File: src/design/cpu_pkg.sv
`default_nettype none

package cpu_pkg;

    // widths with a meaning of their own
    typedef logic [31:0] word_t;
    typedef logic [31:0] inst_t;
    typedef logic [31:0] inst_addr_t;
    typedef logic [4:0]  reg_addr_t;
    typedef logic [5:0]  opcode_t;
    typedef logic [5:0]  funct_t;

    // operations that execute and memory still need to tell apart
    typedef enum logic [3:0] {
        OPER_NOP,
        OPER_ADDU,
        OPER_SUBU,
        OPER_AND,
        OPER_OR,
        OPER_XOR,
        OPER_SLT,
        OPER_LUI,
        OPER_LW,
        OPER_SW
    } oper_t;

    // primary opcodes, inst[31:26]
    localparam opcode_t OP_SPECIAL = 6'h00;
    localparam opcode_t OP_BEQ     = 6'h04;
    localparam opcode_t OP_BNE     = 6'h05;
    localparam opcode_t OP_ADDIU   = 6'h09;
    localparam opcode_t OP_ORI     = 6'h0d;
    localparam opcode_t OP_LUI     = 6'h0f;
    localparam opcode_t OP_LW      = 6'h23;
    localparam opcode_t OP_SW      = 6'h2b;

    // function codes under SPECIAL, inst[5:0]
    localparam funct_t FN_ADDU = 6'h21;
    localparam funct_t FN_SUBU = 6'h23;
    localparam funct_t FN_AND  = 6'h24;
    localparam funct_t FN_OR   = 6'h25;
    localparam funct_t FN_XOR  = 6'h26;
    localparam funct_t FN_SLT  = 6'h2a;

endpackage

`default_nettype wire
File: src/design/cpu.sv
`timescale 1ns/1ps
`default_nettype none

module cpu #(
    parameter cpu_pkg::inst_addr_t RESET_PC = '0
) (
    input  wire                      clk,
    input  wire                      rst_n_i,
    input  wire cpu_pkg::inst_t      rom_data_i,
    output cpu_pkg::inst_addr_t      rom_addr_o,
    output logic                     rom_ce_o,
    input  wire cpu_pkg::word_t      ram_data_i,
    output cpu_pkg::word_t           ram_addr_o,
    output cpu_pkg::word_t           ram_data_o,
    output logic                     ram_we_o,
    output logic                     ram_re_o,
    input  wire                      bus_stall_i
);
    import cpu_pkg::*;

    // fetch and decode
    inst_addr_t id_pc;
    inst_t      id_inst;
    logic       branch_taken;
    inst_addr_t branch_target;
    logic       id_stall;
    logic       id_hold;

    // register file
    reg_addr_t rf_raddr1;
    reg_addr_t rf_raddr2;
    word_t     rf_rdata1;
    word_t     rf_rdata2;
    logic      rf_we;

    // decode to execute
    oper_t     ex_oper;
    word_t     ex_src1;
    word_t     ex_src2;
    word_t     ex_store_data;
    logic      ex_we;
    reg_addr_t ex_waddr;
    word_t     ex_fwd_wdata;
    logic      ex_is_load;

    // execute to memory
    oper_t     mem_oper;
    word_t     mem_result;
    word_t     mem_store_data;
    logic      mem_we;
    reg_addr_t mem_waddr;
    word_t     mem_fwd_wdata;

    // write-back
    logic      wb_we;
    reg_addr_t wb_waddr;
    word_t     wb_wdata;

    // front end waits on a load-use hazard too, the back end only on the bus
    assign id_hold = bus_stall_i | id_stall;
    assign rf_we   = wb_we & ~bus_stall_i;

    fetch_stage #(
        .RESET_PC(RESET_PC)
    ) fetch_stage_instance (
        .clk,
        .rst_n_i,
        .stall_i(id_hold),
        .branch_taken_i(branch_taken),
        .branch_target_i(branch_target),
        .rom_data_i,
        .rom_addr_o,
        .rom_ce_o,
        .id_pc_o(id_pc),
        .id_inst_o(id_inst)
    );

    register_file register_file_instance (
        .clk,
        .rst_n_i,
        .we_i(rf_we),
        .waddr_i(wb_waddr),
        .wdata_i(wb_wdata),
        .raddr1_i(rf_raddr1),
        .raddr2_i(rf_raddr2),
        .rdata1_o(rf_rdata1),
        .rdata2_o(rf_rdata2)
    );

    decode_stage decode_stage_instance (
        .clk,
        .rst_n_i,
        .hold_i(id_hold),
        .bus_stall_i,
        .pc_i(id_pc),
        .inst_i(id_inst),
        .raddr1_o(rf_raddr1),
        .raddr2_o(rf_raddr2),
        .rdata1_i(rf_rdata1),
        .rdata2_i(rf_rdata2),
        .ex_we_i(ex_we),
        .ex_waddr_i(ex_waddr),
        .ex_wdata_i(ex_fwd_wdata),
        .ex_is_load_i(ex_is_load),
        .mem_we_i(mem_we),
        .mem_waddr_i(mem_waddr),
        .mem_wdata_i(mem_fwd_wdata),
        .branch_taken_o(branch_taken),
        .branch_target_o(branch_target),
        .id_stall_o(id_stall),
        .ex_oper_o(ex_oper),
        .ex_src1_o(ex_src1),
        .ex_src2_o(ex_src2),
        .ex_store_data_o(ex_store_data),
        .ex_we_o(ex_we),
        .ex_waddr_o(ex_waddr)
    );

    execute_stage execute_stage_instance (
        .clk,
        .rst_n_i,
        .stall_i(bus_stall_i),
        .oper_i(ex_oper),
        .src1_i(ex_src1),
        .src2_i(ex_src2),
        .store_data_i(ex_store_data),
        .we_i(ex_we),
        .waddr_i(ex_waddr),
        .fwd_wdata_o(ex_fwd_wdata),
        .is_load_o(ex_is_load),
        .mem_oper_o(mem_oper),
        .mem_result_o(mem_result),
        .mem_store_data_o(mem_store_data),
        .mem_we_o(mem_we),
        .mem_waddr_o(mem_waddr)
    );

    memory_stage memory_stage_instance (
        .clk,
        .rst_n_i,
        .stall_i(bus_stall_i),
        .oper_i(mem_oper),
        .result_i(mem_result),
        .store_data_i(mem_store_data),
        .we_i(mem_we),
        .waddr_i(mem_waddr),
        .ram_data_i,
        .ram_addr_o,
        .ram_data_o,
        .ram_we_o,
        .ram_re_o,
        .fwd_wdata_o(mem_fwd_wdata),
        .wb_we_o(wb_we),
        .wb_waddr_o(wb_waddr),
        .wb_wdata_o(wb_wdata)
    );

endmodule

`default_nettype wire

File: src/design/memory_stage.sv
`timescale 1ns/1ps
`default_nettype none

module memory_stage (
    input  wire                     clk,
    input  wire                     rst_n_i,
    input  wire                     stall_i,
    input  wire cpu_pkg::oper_t     oper_i,
    input  wire cpu_pkg::word_t     result_i,
    input  wire cpu_pkg::word_t     store_data_i,
    input  wire                     we_i,
    input  wire cpu_pkg::reg_addr_t waddr_i,
    input  wire cpu_pkg::word_t     ram_data_i,
    output cpu_pkg::word_t          ram_addr_o,
    output cpu_pkg::word_t          ram_data_o,
    output logic                    ram_we_o,
    output logic                    ram_re_o,
    output cpu_pkg::word_t          fwd_wdata_o,
    output logic                    wb_we_o,
    output cpu_pkg::reg_addr_t      wb_waddr_o,
    output cpu_pkg::word_t          wb_wdata_o
);
    import cpu_pkg::*;

    logic is_load;
    logic is_store;

    assign is_load  = (oper_i == OPER_LW);
    assign is_store = (oper_i == OPER_SW);

    // request held steady by the frozen execute/memory register
    assign ram_addr_o = result_i;
    assign ram_data_o = store_data_i;
    assign ram_we_o   = is_store;
    assign ram_re_o   = is_load;

    // load data comes back in the same cycle
    assign fwd_wdata_o = is_load ? ram_data_i : result_i;

    // memory/write-back register
    always_ff @(posedge clk) begin
        if (!rst_n_i) begin
            wb_we_o    <= 1'b0;
            wb_waddr_o <= '0;
        end else if (!stall_i) begin
            wb_we_o    <= we_i;
            wb_waddr_o <= waddr_i;
        end
    end

    always_ff @(posedge clk) begin
        if (!stall_i) begin
            wb_wdata_o <= fwd_wdata_o;
        end
    end

endmodule

`default_nettype wire

File: src/design/execute_stage.sv
`timescale 1ns/1ps
`default_nettype none

module execute_stage (
    input  wire                     clk,
    input  wire                     rst_n_i,
    input  wire                     stall_i,
    input  wire cpu_pkg::oper_t     oper_i,
    input  wire cpu_pkg::word_t     src1_i,
    input  wire cpu_pkg::word_t     src2_i,
    input  wire cpu_pkg::word_t     store_data_i,
    input  wire                     we_i,
    input  wire cpu_pkg::reg_addr_t waddr_i,
    output cpu_pkg::word_t          fwd_wdata_o,
    output logic                    is_load_o,
    output cpu_pkg::oper_t          mem_oper_o,
    output cpu_pkg::word_t          mem_result_o,
    output cpu_pkg::word_t          mem_store_data_o,
    output logic                    mem_we_o,
    output cpu_pkg::reg_addr_t      mem_waddr_o
);
    import cpu_pkg::*;

    word_t result;

    always_comb begin
        case (oper_i)
            // loads and stores use the adder for base plus offset
            OPER_ADDU, OPER_LW, OPER_SW: result = src1_i + src2_i;
            OPER_SUBU: result = src1_i - src2_i;
            OPER_AND:  result = src1_i & src2_i;
            OPER_OR:   result = src1_i | src2_i;
            OPER_XOR:  result = src1_i ^ src2_i;
            OPER_SLT:  result = {31'd0, $signed(src1_i) < $signed(src2_i)};
            // upper half already placed by decode
            OPER_LUI:  result = src2_i;
            default:   result = '0;
        endcase
    end

    assign fwd_wdata_o = result;
    assign is_load_o   = (oper_i == OPER_LW);

    // execute/memory register
    always_ff @(posedge clk) begin
        if (!rst_n_i) begin
            mem_oper_o  <= OPER_NOP;
            mem_we_o    <= 1'b0;
            mem_waddr_o <= '0;
        end else if (!stall_i) begin
            mem_oper_o  <= oper_i;
            mem_we_o    <= we_i;
            mem_waddr_o <= waddr_i;
        end
    end

    always_ff @(posedge clk) begin
        if (!stall_i) begin
            mem_result_o     <= result;
            mem_store_data_o <= store_data_i;
        end
    end

endmodule

`default_nettype wire

File: src/design/decode_stage.sv
`timescale 1ns/1ps
`default_nettype none

module decode_stage (
    input  wire                      clk,
    input  wire                      rst_n_i,
    input  wire                      hold_i,
    input  wire                      bus_stall_i,
    input  wire cpu_pkg::inst_addr_t pc_i,
    input  wire cpu_pkg::inst_t      inst_i,
    output cpu_pkg::reg_addr_t       raddr1_o,
    output cpu_pkg::reg_addr_t       raddr2_o,
    input  wire cpu_pkg::word_t      rdata1_i,
    input  wire cpu_pkg::word_t      rdata2_i,
    input  wire                      ex_we_i,
    input  wire cpu_pkg::reg_addr_t  ex_waddr_i,
    input  wire cpu_pkg::word_t      ex_wdata_i,
    input  wire                      ex_is_load_i,
    input  wire                      mem_we_i,
    input  wire cpu_pkg::reg_addr_t  mem_waddr_i,
    input  wire cpu_pkg::word_t      mem_wdata_i,
    output logic                     branch_taken_o,
    output cpu_pkg::inst_addr_t      branch_target_o,
    output logic                     id_stall_o,
    output cpu_pkg::oper_t           ex_oper_o,
    output cpu_pkg::word_t           ex_src1_o,
    output cpu_pkg::word_t           ex_src2_o,
    output cpu_pkg::word_t           ex_store_data_o,
    output logic                     ex_we_o,
    output cpu_pkg::reg_addr_t       ex_waddr_o
);
    import cpu_pkg::*;

    opcode_t   opcode;
    funct_t    funct;
    reg_addr_t rs;
    reg_addr_t rt;
    reg_addr_t rd;
    word_t     imm_sext;
    word_t     imm_zext;
    word_t     op1;
    word_t     op2;
    word_t     src2;
    oper_t     oper;
    logic      we;
    reg_addr_t waddr;
    logic      use_rs;
    logic      use_rt;

    // execute has the newest value, then memory, then the register file
    function automatic word_t forward(input reg_addr_t addr, input word_t rf_data);
        if (addr == 5'd0) begin
            return '0;
        end else if (ex_we_i && ex_waddr_i == addr) begin
            return ex_wdata_i;
        end else if (mem_we_i && mem_waddr_i == addr) begin
            return mem_wdata_i;
        end
        return rf_data;
    endfunction

    assign opcode   = inst_i[31:26];
    assign rs       = inst_i[25:21];
    assign rt       = inst_i[20:16];
    assign rd       = inst_i[15:11];
    assign funct    = inst_i[5:0];
    assign imm_sext = {{16{inst_i[15]}}, inst_i[15:0]};
    assign imm_zext = {16'h0000, inst_i[15:0]};
    assign raddr1_o = rs;
    assign raddr2_o = rt;

    always_comb begin
        op1 = forward(rs, rdata1_i);
        op2 = forward(rt, rdata2_i);
    end

    always_comb begin
        oper   = OPER_NOP;
        src2   = op2;
        we     = 1'b0;
        waddr  = rt;
        use_rs = 1'b0;
        use_rt = 1'b0;
        case (opcode)
            OP_SPECIAL: begin
                waddr  = rd;
                use_rs = 1'b1;
                use_rt = 1'b1;
                we     = 1'b1;
                case (funct)
                    FN_ADDU: oper = OPER_ADDU;
                    FN_SUBU: oper = OPER_SUBU;
                    FN_AND:  oper = OPER_AND;
                    FN_OR:   oper = OPER_OR;
                    FN_XOR:  oper = OPER_XOR;
                    FN_SLT:  oper = OPER_SLT;
                    default: we = 1'b0;
                endcase
            end
            OP_ADDIU: begin
                oper   = OPER_ADDU;
                src2   = imm_sext;
                we     = 1'b1;
                use_rs = 1'b1;
            end
            OP_ORI: begin
                oper   = OPER_OR;
                src2   = imm_zext;
                we     = 1'b1;
                use_rs = 1'b1;
            end
            OP_LUI: begin
                oper = OPER_LUI;
                src2 = {inst_i[15:0], 16'h0000};
                we   = 1'b1;
            end
            OP_LW: begin
                oper   = OPER_LW;
                src2   = imm_sext;
                we     = 1'b1;
                use_rs = 1'b1;
            end
            OP_SW: begin
                oper   = OPER_SW;
                src2   = imm_sext;
                use_rs = 1'b1;
                use_rt = 1'b1;
            end
            OP_BEQ, OP_BNE: begin
                use_rs = 1'b1;
                use_rt = 1'b1;
            end
            default: begin
                oper = OPER_NOP;
            end
        endcase
    end

    // branch compare on forwarded operands, target relative to the delay slot
    assign branch_taken_o  = (opcode == OP_BEQ && op1 == op2) ||
                             (opcode == OP_BNE && op1 != op2);
    assign branch_target_o = pc_i + 32'd4 + {imm_sext[29:0], 2'b00};

    // a load in execute has no data yet
    assign id_stall_o = ex_is_load_i && ex_we_i && ex_waddr_i != 5'd0 &&
                        ((use_rs && rs == ex_waddr_i) || (use_rt && rt == ex_waddr_i));

    // decode/execute register
    always_ff @(posedge clk) begin
        if (!rst_n_i) begin
            ex_oper_o  <= OPER_NOP;
            ex_we_o    <= 1'b0;
            ex_waddr_o <= '0;
        end else if (!bus_stall_i) begin
            // decode holds, so a bubble goes on
            if (hold_i) begin
                ex_oper_o  <= OPER_NOP;
                ex_we_o    <= 1'b0;
                ex_waddr_o <= '0;
            end else begin
                ex_oper_o  <= oper;
                ex_we_o    <= we;
                ex_waddr_o <= waddr;
            end
        end
    end

    always_ff @(posedge clk) begin
        if (!bus_stall_i) begin
            ex_src1_o       <= op1;
            ex_src2_o       <= src2;
            ex_store_data_o <= op2;
        end
    end

endmodule

`default_nettype wire

File: src/design/register_file.sv
`timescale 1ns/1ps
`default_nettype none

module register_file (
    input  wire                    clk,
    input  wire                    rst_n_i,
    input  wire                    we_i,
    input  wire cpu_pkg::reg_addr_t waddr_i,
    input  wire cpu_pkg::word_t    wdata_i,
    input  wire cpu_pkg::reg_addr_t raddr1_i,
    input  wire cpu_pkg::reg_addr_t raddr2_i,
    output cpu_pkg::word_t         rdata1_o,
    output cpu_pkg::word_t         rdata2_o
);
    import cpu_pkg::*;

    word_t regs [0:31];

    // $0 is never written
    always_ff @(posedge clk) begin
        if (!rst_n_i) begin
            for (int i = 0; i < 32; i++) begin
                regs[i] <= '0;
            end
        end else if (we_i && waddr_i != 5'd0) begin
            regs[waddr_i] <= wdata_i;
        end
    end

    // write-through so decode sees the value being written back
    assign rdata1_o = (raddr1_i == 5'd0) ? '0 :
                      (we_i && waddr_i == raddr1_i) ? wdata_i : regs[raddr1_i];
    assign rdata2_o = (raddr2_i == 5'd0) ? '0 :
                      (we_i && waddr_i == raddr2_i) ? wdata_i : regs[raddr2_i];

endmodule

`default_nettype wire

File: src/design/fetch_stage.sv
`timescale 1ns/1ps
`default_nettype none

module fetch_stage #(
    parameter cpu_pkg::inst_addr_t RESET_PC = '0
) (
    input  wire                     clk,
    input  wire                     rst_n_i,
    input  wire                     stall_i,
    input  wire                     branch_taken_i,
    input  wire cpu_pkg::inst_addr_t branch_target_i,
    input  wire cpu_pkg::inst_t     rom_data_i,
    output cpu_pkg::inst_addr_t     rom_addr_o,
    output logic                    rom_ce_o,
    output cpu_pkg::inst_addr_t     id_pc_o,
    output cpu_pkg::inst_t          id_inst_o
);
    import cpu_pkg::*;

    inst_addr_t pc;
    inst_addr_t pc_next;

    // branch resolved in decode redirects after the delay slot
    assign pc_next = branch_taken_i ? branch_target_i : pc + 32'd4;
    assign rom_addr_o = pc;

    always_ff @(posedge clk) begin
        if (!rst_n_i) begin
            pc       <= RESET_PC;
            rom_ce_o <= 1'b0;
        end else begin
            rom_ce_o <= 1'b1;
            // no advance until the first real fetch has happened
            if (rom_ce_o && !stall_i) begin
                pc <= pc_next;
            end
        end
    end

    // fetch/decode register
    always_ff @(posedge clk) begin
        if (!rst_n_i) begin
            id_inst_o <= '0;
        end else if (!stall_i) begin
            id_inst_o <= rom_ce_o ? rom_data_i : '0;
        end
    end

    always_ff @(posedge clk) begin
        if (!stall_i) begin
            id_pc_o <= pc;
        end
    end

endmodule

`default_nettype wire

File: config.mk
export PLATFORM = sky130hd
export DESIGN_NAME = cpu
export DESIGN_NICKNAME = d
export VERILOG_FILES = /design/src/design/cpu_pkg.sv /design/src/design/cpu.sv /design/src/design/memory_stage.sv /design/src/design/execute_stage.sv /design/src/design/decode_stage.sv /design/src/design/register_file.sv /design/src/design/fetch_stage.sv
export SDC_FILE = /design/constraint.sdc
export NUM_CORES = 2
export LEC_CHECK = 0
export BUFFER_PORTS_ARGS = -buffer_cell sky130_fd_sc_hd__buf_2
export CELL_PAD_IN_SITES_DETAIL_PLACEMENT = 0
export CELL_PAD_IN_SITES_GLOBAL_PLACEMENT = 1
export CORE_ASPECT_RATIO = 1.25
export CORE_UTILIZATION = 45
export DETAILED_ROUTE_END_ITERATION = 7
export MAX_ROUTING_LAYER = met4
export PLACE_DENSITY = 0.8
export SKIP_CTS_REPAIR_TIMING = 1
export SYNTH_ARGS = -nofsm -noshare
export SYNTH_HDL_FRONTEND = slang
export SYNTH_HIERARCHICAL = 1
export SYNTH_SLANG_ARGS = --single-unit
File: constraint.sdc
create_clock -name clk -period 11.7 [get_ports clk]
set_input_delay 1.755 -clock clk [delete_from_list [all_inputs] [get_ports clk]]
set_output_delay 1.755 -clock clk [all_outputs]
set_load 0.005 [all_outputs]
Word-level counts from Yosys, hierarchy flattened
Memory sizes are Yosys's and may differ from the RTL's. A register that Yosys moved wholly into a read port is not among the register bits.
Index checks and enable logic that the tools add are counted.
- memories kept: 1
- output and inout port bits: 99
- bits of input ports: 67
- logic and storage cells: 140
- register bits: 315
- RAM bits: 1024
- bitwise operators: 6
- reduce and logical (&&, ||, !) cells: 30
- multiplexer cells: 45
- order comparisons: 1
- equality and inequality tests: 34
- $add $sub $neg: 5
- memories (name ; depth ; width ; read ports ; clocked after Yosys merged registers in ; wr ports ; line ; RTL):
    register_file_instance.regs ; 32 ; 32 ; 2 ; 2 ; 32 ; register_file.sv:17 ; word_t regs [0:31];
- operators with widths (cell ; number):
    $mux 32 ; 16
    $pmux 32 s7 ; 1
    $pmux 32 s3 ; 1
    $add 32x3->32 const B ; 2
    $add 32x32->32 ; 2
    $eq 6x6->1 const B ; 8
    $eq 5x5->1 ; 8
    $mux 5 ; 7
    $and 32x32->32 ; 1
    $eq 32x32->1 ; 1
    $lt 32x32->1 ; 1
    $ne 32x32->1 ; 1
    $or 32x32->32 ; 1
    $reduce_or 32->1 ; 1
    $sub 32x32->32 ; 1
    $xor 32x32->32 ; 1
    $pmux 4 s6 ; 1
    $eq 6x4->1 const B ; 3
    $pmux 3 s6 ; 1
    $eq 4x3->1 const B ; 4
    $eq 4x4->1 const B ; 4
    $mux 1 ; 16
    $logic_and 1x1->1 ; 15
    $eq 6x3->1 const B ; 2
    16 further kinds ; 22

Depth between registers and ports, before layout
- depth after elaboration: 10
- mapped depth: 25
- mapped depth without buffers: 23

Hierarchy
Netlist, hierarchy kept.
- modules (own cells, without submodules) (module ; instances ; cells an instance ; area an instance (um2) ; seq. area each (um2)):
    register_file ; 1 ; 3744 ; 54698.7 ; 30749.5
    decode_stage ; 1 ; 886 ; 8485.6 ; 3083.0
    execute_stage ; 1 ; 901 ; 7536.0 ; 2122.0
    fetch_stage ; 1 ; 432 ; 4281.6 ; 2262.2
    memory_stage ; 1 ; 153 ; 2094.5 ; 1081.0
    cpu ; 1 ; 2 ; 15.0 ; 0.0

Worst setup path before layout
Ideal clock, no wire load.
- kind: input to register
- from: input bus_stall_i
- to: memory register_file_instance/regs[24][0] in the netlist's numbering (enable)
- arrival time: 4.919 ns
- setup time: 0.466 ns
- setup slack: 6.315 ns
- path buffers: 1
- cell stages on the path: 5
- cell sequence: and2b_2 -> nand2_1 -> or3_1 -> clkbuf_1 -> o21ai_0
- RTL lines (element ; line ; RTL):
    start, declared ; cpu.sv:17 ; input wire bus_stall_i
    end, declared ; register_file.sv:17 ;

Worst setup path after layout
- from: register decode_stage_instance.ex_src2_o[0]
- to: register fetch_stage_instance.pc[14] (netlist: fetch_stage_instance/rom_addr_o[14])
- word-level cells in the longest chain between the ends: 9
- ends and longest elaborated chain (element ; line ; RTL):
    start, declared ; decode_stage.sv:27 ; output cpu_pkg::word_t ex_src2_o,
    start signal, assigned ; decode_stage.sv:171 ; ex_src2_o <= src2;
    $sub 32x32->32 / $add 32x32->32 (equally long branches) ; execute_stage.sv:30, execute_stage.sv:29 ;
    $pmux 32 s7 * ; execute_stage.sv:27 ; case (oper_i)
    net ex_fwd_wdata[30] ; cpu.sv:43 ; word_t ex_fwd_wdata;
    $mux 32 * ; decode_stage.sv:54 ; end else if (ex_we_i && ex_waddr_i == addr) begin
    $mux 32 * ; decode_stage.sv:52 ; if (addr == 5'd0) begin
    $mux 32 * ; decode_stage.sv:59 ; return rf_data;
    net decode_stage_instance.op2[30] ; decode_stage.sv:42 ; word_t op2;
    $eq 32x32->1 / $ne 32x32->1 (equally long branches) ; decode_stage.sv:140, decode_stage.sv:141 ;
    $logic_and 1x1->1, on equally long branches ; decode_stage.sv:140, decode_stage.sv:141 ;
    $logic_or 1x1->1 * ; decode_stage.sv:140 ; assign branch_taken_o = (opcode == OP_BEQ && op1 == op2) ||
    net branch_taken ; cpu.sv:24 ; logic branch_taken;
    $mux 32 * ; fetch_stage.sv:24 ; assign pc_next = branch_taken_i ? branch_target_i : pc + 32'd4;
    end signal, assigned ; fetch_stage.sv:35 ; pc <= pc_next;
    end, declared ; fetch_stage.sv:20 ; inst_addr_t pc;
The timed path passes the listed nets; every way through them passes the cells marked *.
A chain may end at the register's enable or synchronous reset.

==> flow_summary.toml <==
[outcome]
run_status = "completed"

[place]
port_buffers = 165
placed_cells_incl_taps = 8052
place.gp.congestion = 1.034
worst_slack_at_placement_ns = 3.794
hpwl_um = 181200
placed_area_um2 = 79710

[clocking]
clock_tree.htree_level_count = 4
clk_transition_reported_paths_ns = 0.06
cts_tree = "done"
clk_sinks = 1339
clk_root_buffer_cell = "sky130_fd_sc_hd__clkbuf_16"
clock_insertion_delay_worst_skew_ns = 0.82
tritoncts.num_buffers = 135
cts_max_path_buffers = 3

[synth]
share_of_synthesized_area_occupied_by_flip_flops_and_latches_pct = 50.96
synthMostInstantiatedCell = "sky130_fd_sc_hd__edfxtp_1"
post_synth_most_frequent_cells = "1248 x sky130_fd_sc_hd__edfxtp_1, 1000 x sky130_fd_sc_hd__and2_1, 425 x sky130_fd_sc_hd__clkbuf_1"
syn_area_um2 = 77110
avgSynthCellArea_um2 = 12.60
ys_ff_latch = 1339
postSynth.topFlopCell = "sky130_fd_sc_hd__edfxtp_1"
post_synth_num_cell_types = 111
share_of_synthesized_registers_carrying_an_async_set_or_reset_pct = 0
synth_largest_area_cell = "sky130_fd_sc_hd__edfxtp_1"
synth_top_area_share_pct = 48.60
synth_top_cells_by_area = "sky130_fd_sc_hd__edfxtp_1 49%, sky130_fd_sc_hd__mux4_2 11%, sky130_fd_sc_hd__and2_1 8.1%, sky130_fd_sc_hd__mux2i_1 4.0%, sky130_fd_sc_hd__ha_1 2.6%"
synth_cells = 6118
synth_enable_flop_cells = 1248
synth.yosys.warnings = 6

[final_layout]
fin_area_um2 = 83860
num-nets-final = 6197
fillcell_total = 14660
instances_no_fill = 8302
drive_gt1_share_pct = 18.56
area_delta_synth_final_pct = 8.747

[die]
placeableCoreArea_um2 = 170000
floorplan.die.width_um = 372.3
fp.dieH_um = 464.8
floorplan.rows = 169
design.die.area_um2 = 173000
initial_utilization_pct = 45.36
io_pins = 166

[critical_path]
reg2regPathDepth = 23
crit_path_max_fanout = 41
crit-reg2reg-launch = "decode_stage_instance/ex_src2_o[0]"
critPathCapture = "fetch_stage_instance/rom_addr_o[14]"
timing.critical_path.from = "decode_stage_instance/ex_src2_o[0]"
worst-endpoint-required_ns = 12.38
timing.setup.critical_path_class = "reg -> reg"
reg2reg_setup_slack_ns = 3.94
worst-endpoint-arrival_ns = 8.45
regToRegEndpoint = "fetch_stage_instance/rom_addr_o[14]"
worstSetupEndpointType = "flip-flop"
timing.critical_path.from_type = "flip-flop"

[pwr]
p_total_mw = 11.11
switching_share_pct = 26.93
power.ir.vdd_worst_mv = 0.1157
sequentialPowerShare_pct = 50.5
powerDensity_nw_per_um2 = 132.5
p_leak_nw = 29.08
p_sw_mw = 2.991
power.combinational.fraction_pct = 11.8
clock_power_share_pct = 37.7
power.internal_mw = 8.117

[timing]
final-hold-violation-count = 0
timing.setup.tns_ns = 0
tightestPinTransition_ns = 1.329
fin_crit_sh_pct = 66.34
setup_slack_after_layout_ns = 3.938
setup_violations = 0
timing.fmax_mhz = 128.8
rsz_0062_raised_after_global_routing = "false"
worst_clock_skew_ns = 0.03362
finalWorstPathRequiredPeriod_ns = 7.762
slew_headroom_pct = 11.42
timing.final.max_slew_violations = 0

[global_route]
global_route.overflow_total = 0
first_global_vias = 53730
gr-usage-all-layers_pct = 31.40
grt_max_degree = 102
grt_pass1_wl_um = 382900
grt_antenna_before_repair = 8

[drt]
drtPass1Iterations = 5
dr.max_layer_used = "met4"
drc = 0
detail_route.wl_per_cell_um = 32.22
met1Wirelength_um = 96940
route.met2.wl_um = 128000
routed-via-count = 55050
routed_via_density = 6.631
wl_met3_um = 25180
antenna_violating_nets_post_route = 0
routed_wl_um = 267500
initialDrtViolationCount = 7528

[job]
max_cap_check_violation_count = 0

[hold_path]
hold_path_class = "reg -> reg"
[layout make-up]
class / count / area [um^2] / share of cell area, %
sequential: 1339 / 39330 / 46.90
clock inverter: 74 / 548.0 / 0.6535
inverter: 122 / 460.4 / 0.5491
clock buffer: 168 / 3575 / 4.263
multi-input combinational: 4029 / 34940 / 41.66
timing repair buffer: 339 / 2210 / 2.635
tap: 2223 / 2781 / 3.317
antenna: 8 / 20.02 / 0.02387
[cell usage in the layout (no fill, tap or decap), types with 55 or more instances in the layout]
cell	n
sky130_fd_sc_hd__nor2_1	163
sky130_fd_sc_hd__mux2i_1	307
sky130_fd_sc_hd__a21oi_1	222
sky130_fd_sc_hd__a22oi_1	184
sky130_fd_sc_hd__ha_1	161
sky130_fd_sc_hd__clkbuf_16	137
sky130_fd_sc_hd__mux4_2	388
sky130_fd_sc_hd__xnor2_1	83
sky130_fd_sc_hd__edfxtp_1	1248
sky130_fd_sc_hd__a22o_1	72
sky130_fd_sc_hd__o22ai_1	55
sky130_fd_sc_hd__o21ai_0	132
sky130_fd_sc_hd__inv_1	113
sky130_fd_sc_hd__o31ai_1	79
sky130_fd_sc_hd__nand2_1	187
sky130_fd_sc_hd__buf_4	169
sky130_fd_sc_hd__dfxtp_1	83
sky130_fd_sc_hd__buf_2	164
sky130_fd_sc_hd__and2_1	1000
[registers in the layout, indices dropped and copies added, names as in the netlist]
signal                                   cells
execute_stage_instance/mem_we_o              1
decode_stage_instance/ex_we_o                1
fetch_stage_instance/id_pc_o                32
execute_stage_instance/mem_oper_o            4
execute_stage_instance/mem_store_data_o     32
execute_stage_instance/mem_result_o         32
decode_stage_instance/ex_src2_o             32
execute_stage_instance/mem_waddr_o           5
memory_stage_instance/wb_waddr_o             5
decode_stage_instance/ex_store_data_o       32
fetch_stage_instance/id_inst_o              32
register_file_instance/regs               1024
fetch_stage_instance/rom_addr_o             32
decode_stage_instance/ex_oper_o              4
memory_stage_instance/wb_we_o                1
fetch_stage_instance/rom_ce_o                1
decode_stage_instance/ex_src1_o             32
decode_stage_instance/ex_waddr_o             5
memory_stage_instance/wb_wdata_o            32
[power by group through the flow]
stage	registers, mW	clock network [mW]	logic (mW)
5_1_grt	5.63	4.39	1.36
3_3_place_gp	5.69	0	1.28
6_report	5.61	4.19	1.31
4_1_cts	5.60	4.24	1.28
2_1_floorplan	5.60	0	0.856
3_5_place_dp	5.70	0	1.27
[how the worst min path moves through the flow]
| stage | start | to | cells past startpoint |
|---|---|---|---|
| 2_1_floorplan | decode_stage_instance/ex_store_data_o[0] | execute_stage_instance/mem_store_data_o[0] | 0 |
| 3_3_place_gp | decode_stage_instance/ex_store_data_o[6] | execute_stage_instance/mem_store_data_o[6] | 0 |
| 3_5_place_dp | decode_stage_instance/ex_store_data_o[6] | execute_stage_instance/mem_store_data_o[6] | 0 |
| 4_1_cts | decode_stage_instance/ex_store_data_o[6] | execute_stage_instance/mem_store_data_o[6] | 0 |
| 5_1_grt | decode_stage_instance/ex_store_data_o[6] | execute_stage_instance/mem_store_data_o[6] | 0 |
| 6_report | decode_stage_instance/ex_store_data_o[6] | execute_stage_instance/mem_store_data_o[6] | 0 |
[logic make-up after synthesis]
group | count (synthesis) | synth area share (%)
and+or+nand+nor | 1716 | 12.76
DFF | 1339 | 50.96
AOI/OAI and AO/OA | 1281 | 11.90
buffers and inverters | 781 | 4.615
muxes | 742 | 16.00
adders and majority gates | 164 | 2.690
xor gates and xnor gates | 94 | 1.068
other | 1 | 0.004863
[through the flow]
step                hold WS, ns  utilization [%]
floorplan                0.4003                -
global placement         0.4080            46.89
detailed placement       0.4045            46.89
CTS                      0.4193            49.31
global route             0.4318            49.32
finish                   0.4188            49.33
[metal layers]
metal / GRT usage [%] / up-vias
met3: 5.435 / 753
met4: 17.28 / 0
li1: - / 23090
met1: 37.86 / 27860
met2: 49.90 / 3349
met5: - / -
[critical path, stage by stage (launching register included)]
cell and delay, ns:
sky130_fd_sc_hd__edfxtp_1 0.39, sky130_fd_sc_hd__ha_1 0.27, sky130_fd_sc_hd__inv_1 0.09, sky130_fd_sc_hd__fa_1 0.41
sky130_fd_sc_hd__nor2b_1 0.22, sky130_fd_sc_hd__o31a_1 0.26, sky130_fd_sc_hd__o211ai_1 0.23, sky130_fd_sc_hd__a2111oi_0 0.60
sky130_fd_sc_hd__nor3_1 0.25, sky130_fd_sc_hd__nor4_1 0.97, sky130_fd_sc_hd__o21a_1 0.19, sky130_fd_sc_hd__nor2_1 0.04
sky130_fd_sc_hd__o211ai_1 0.35, sky130_fd_sc_hd__o31ai_1 0.14, sky130_fd_sc_hd__a21oi_1 0.30, sky130_fd_sc_hd__xnor2_1 0.19
sky130_fd_sc_hd__nand4_1 0.11, sky130_fd_sc_hd__nor4_1 0.31, sky130_fd_sc_hd__nand2_1 0.23, sky130_fd_sc_hd__mux2i_4 0.63
sky130_fd_sc_hd__buf_4 0.49, sky130_fd_sc_hd__inv_1 0.36, sky130_fd_sc_hd__and4_1 0.29, sky130_fd_sc_hd__o31a_1 0.28
(Power assumes the default switching activity.)
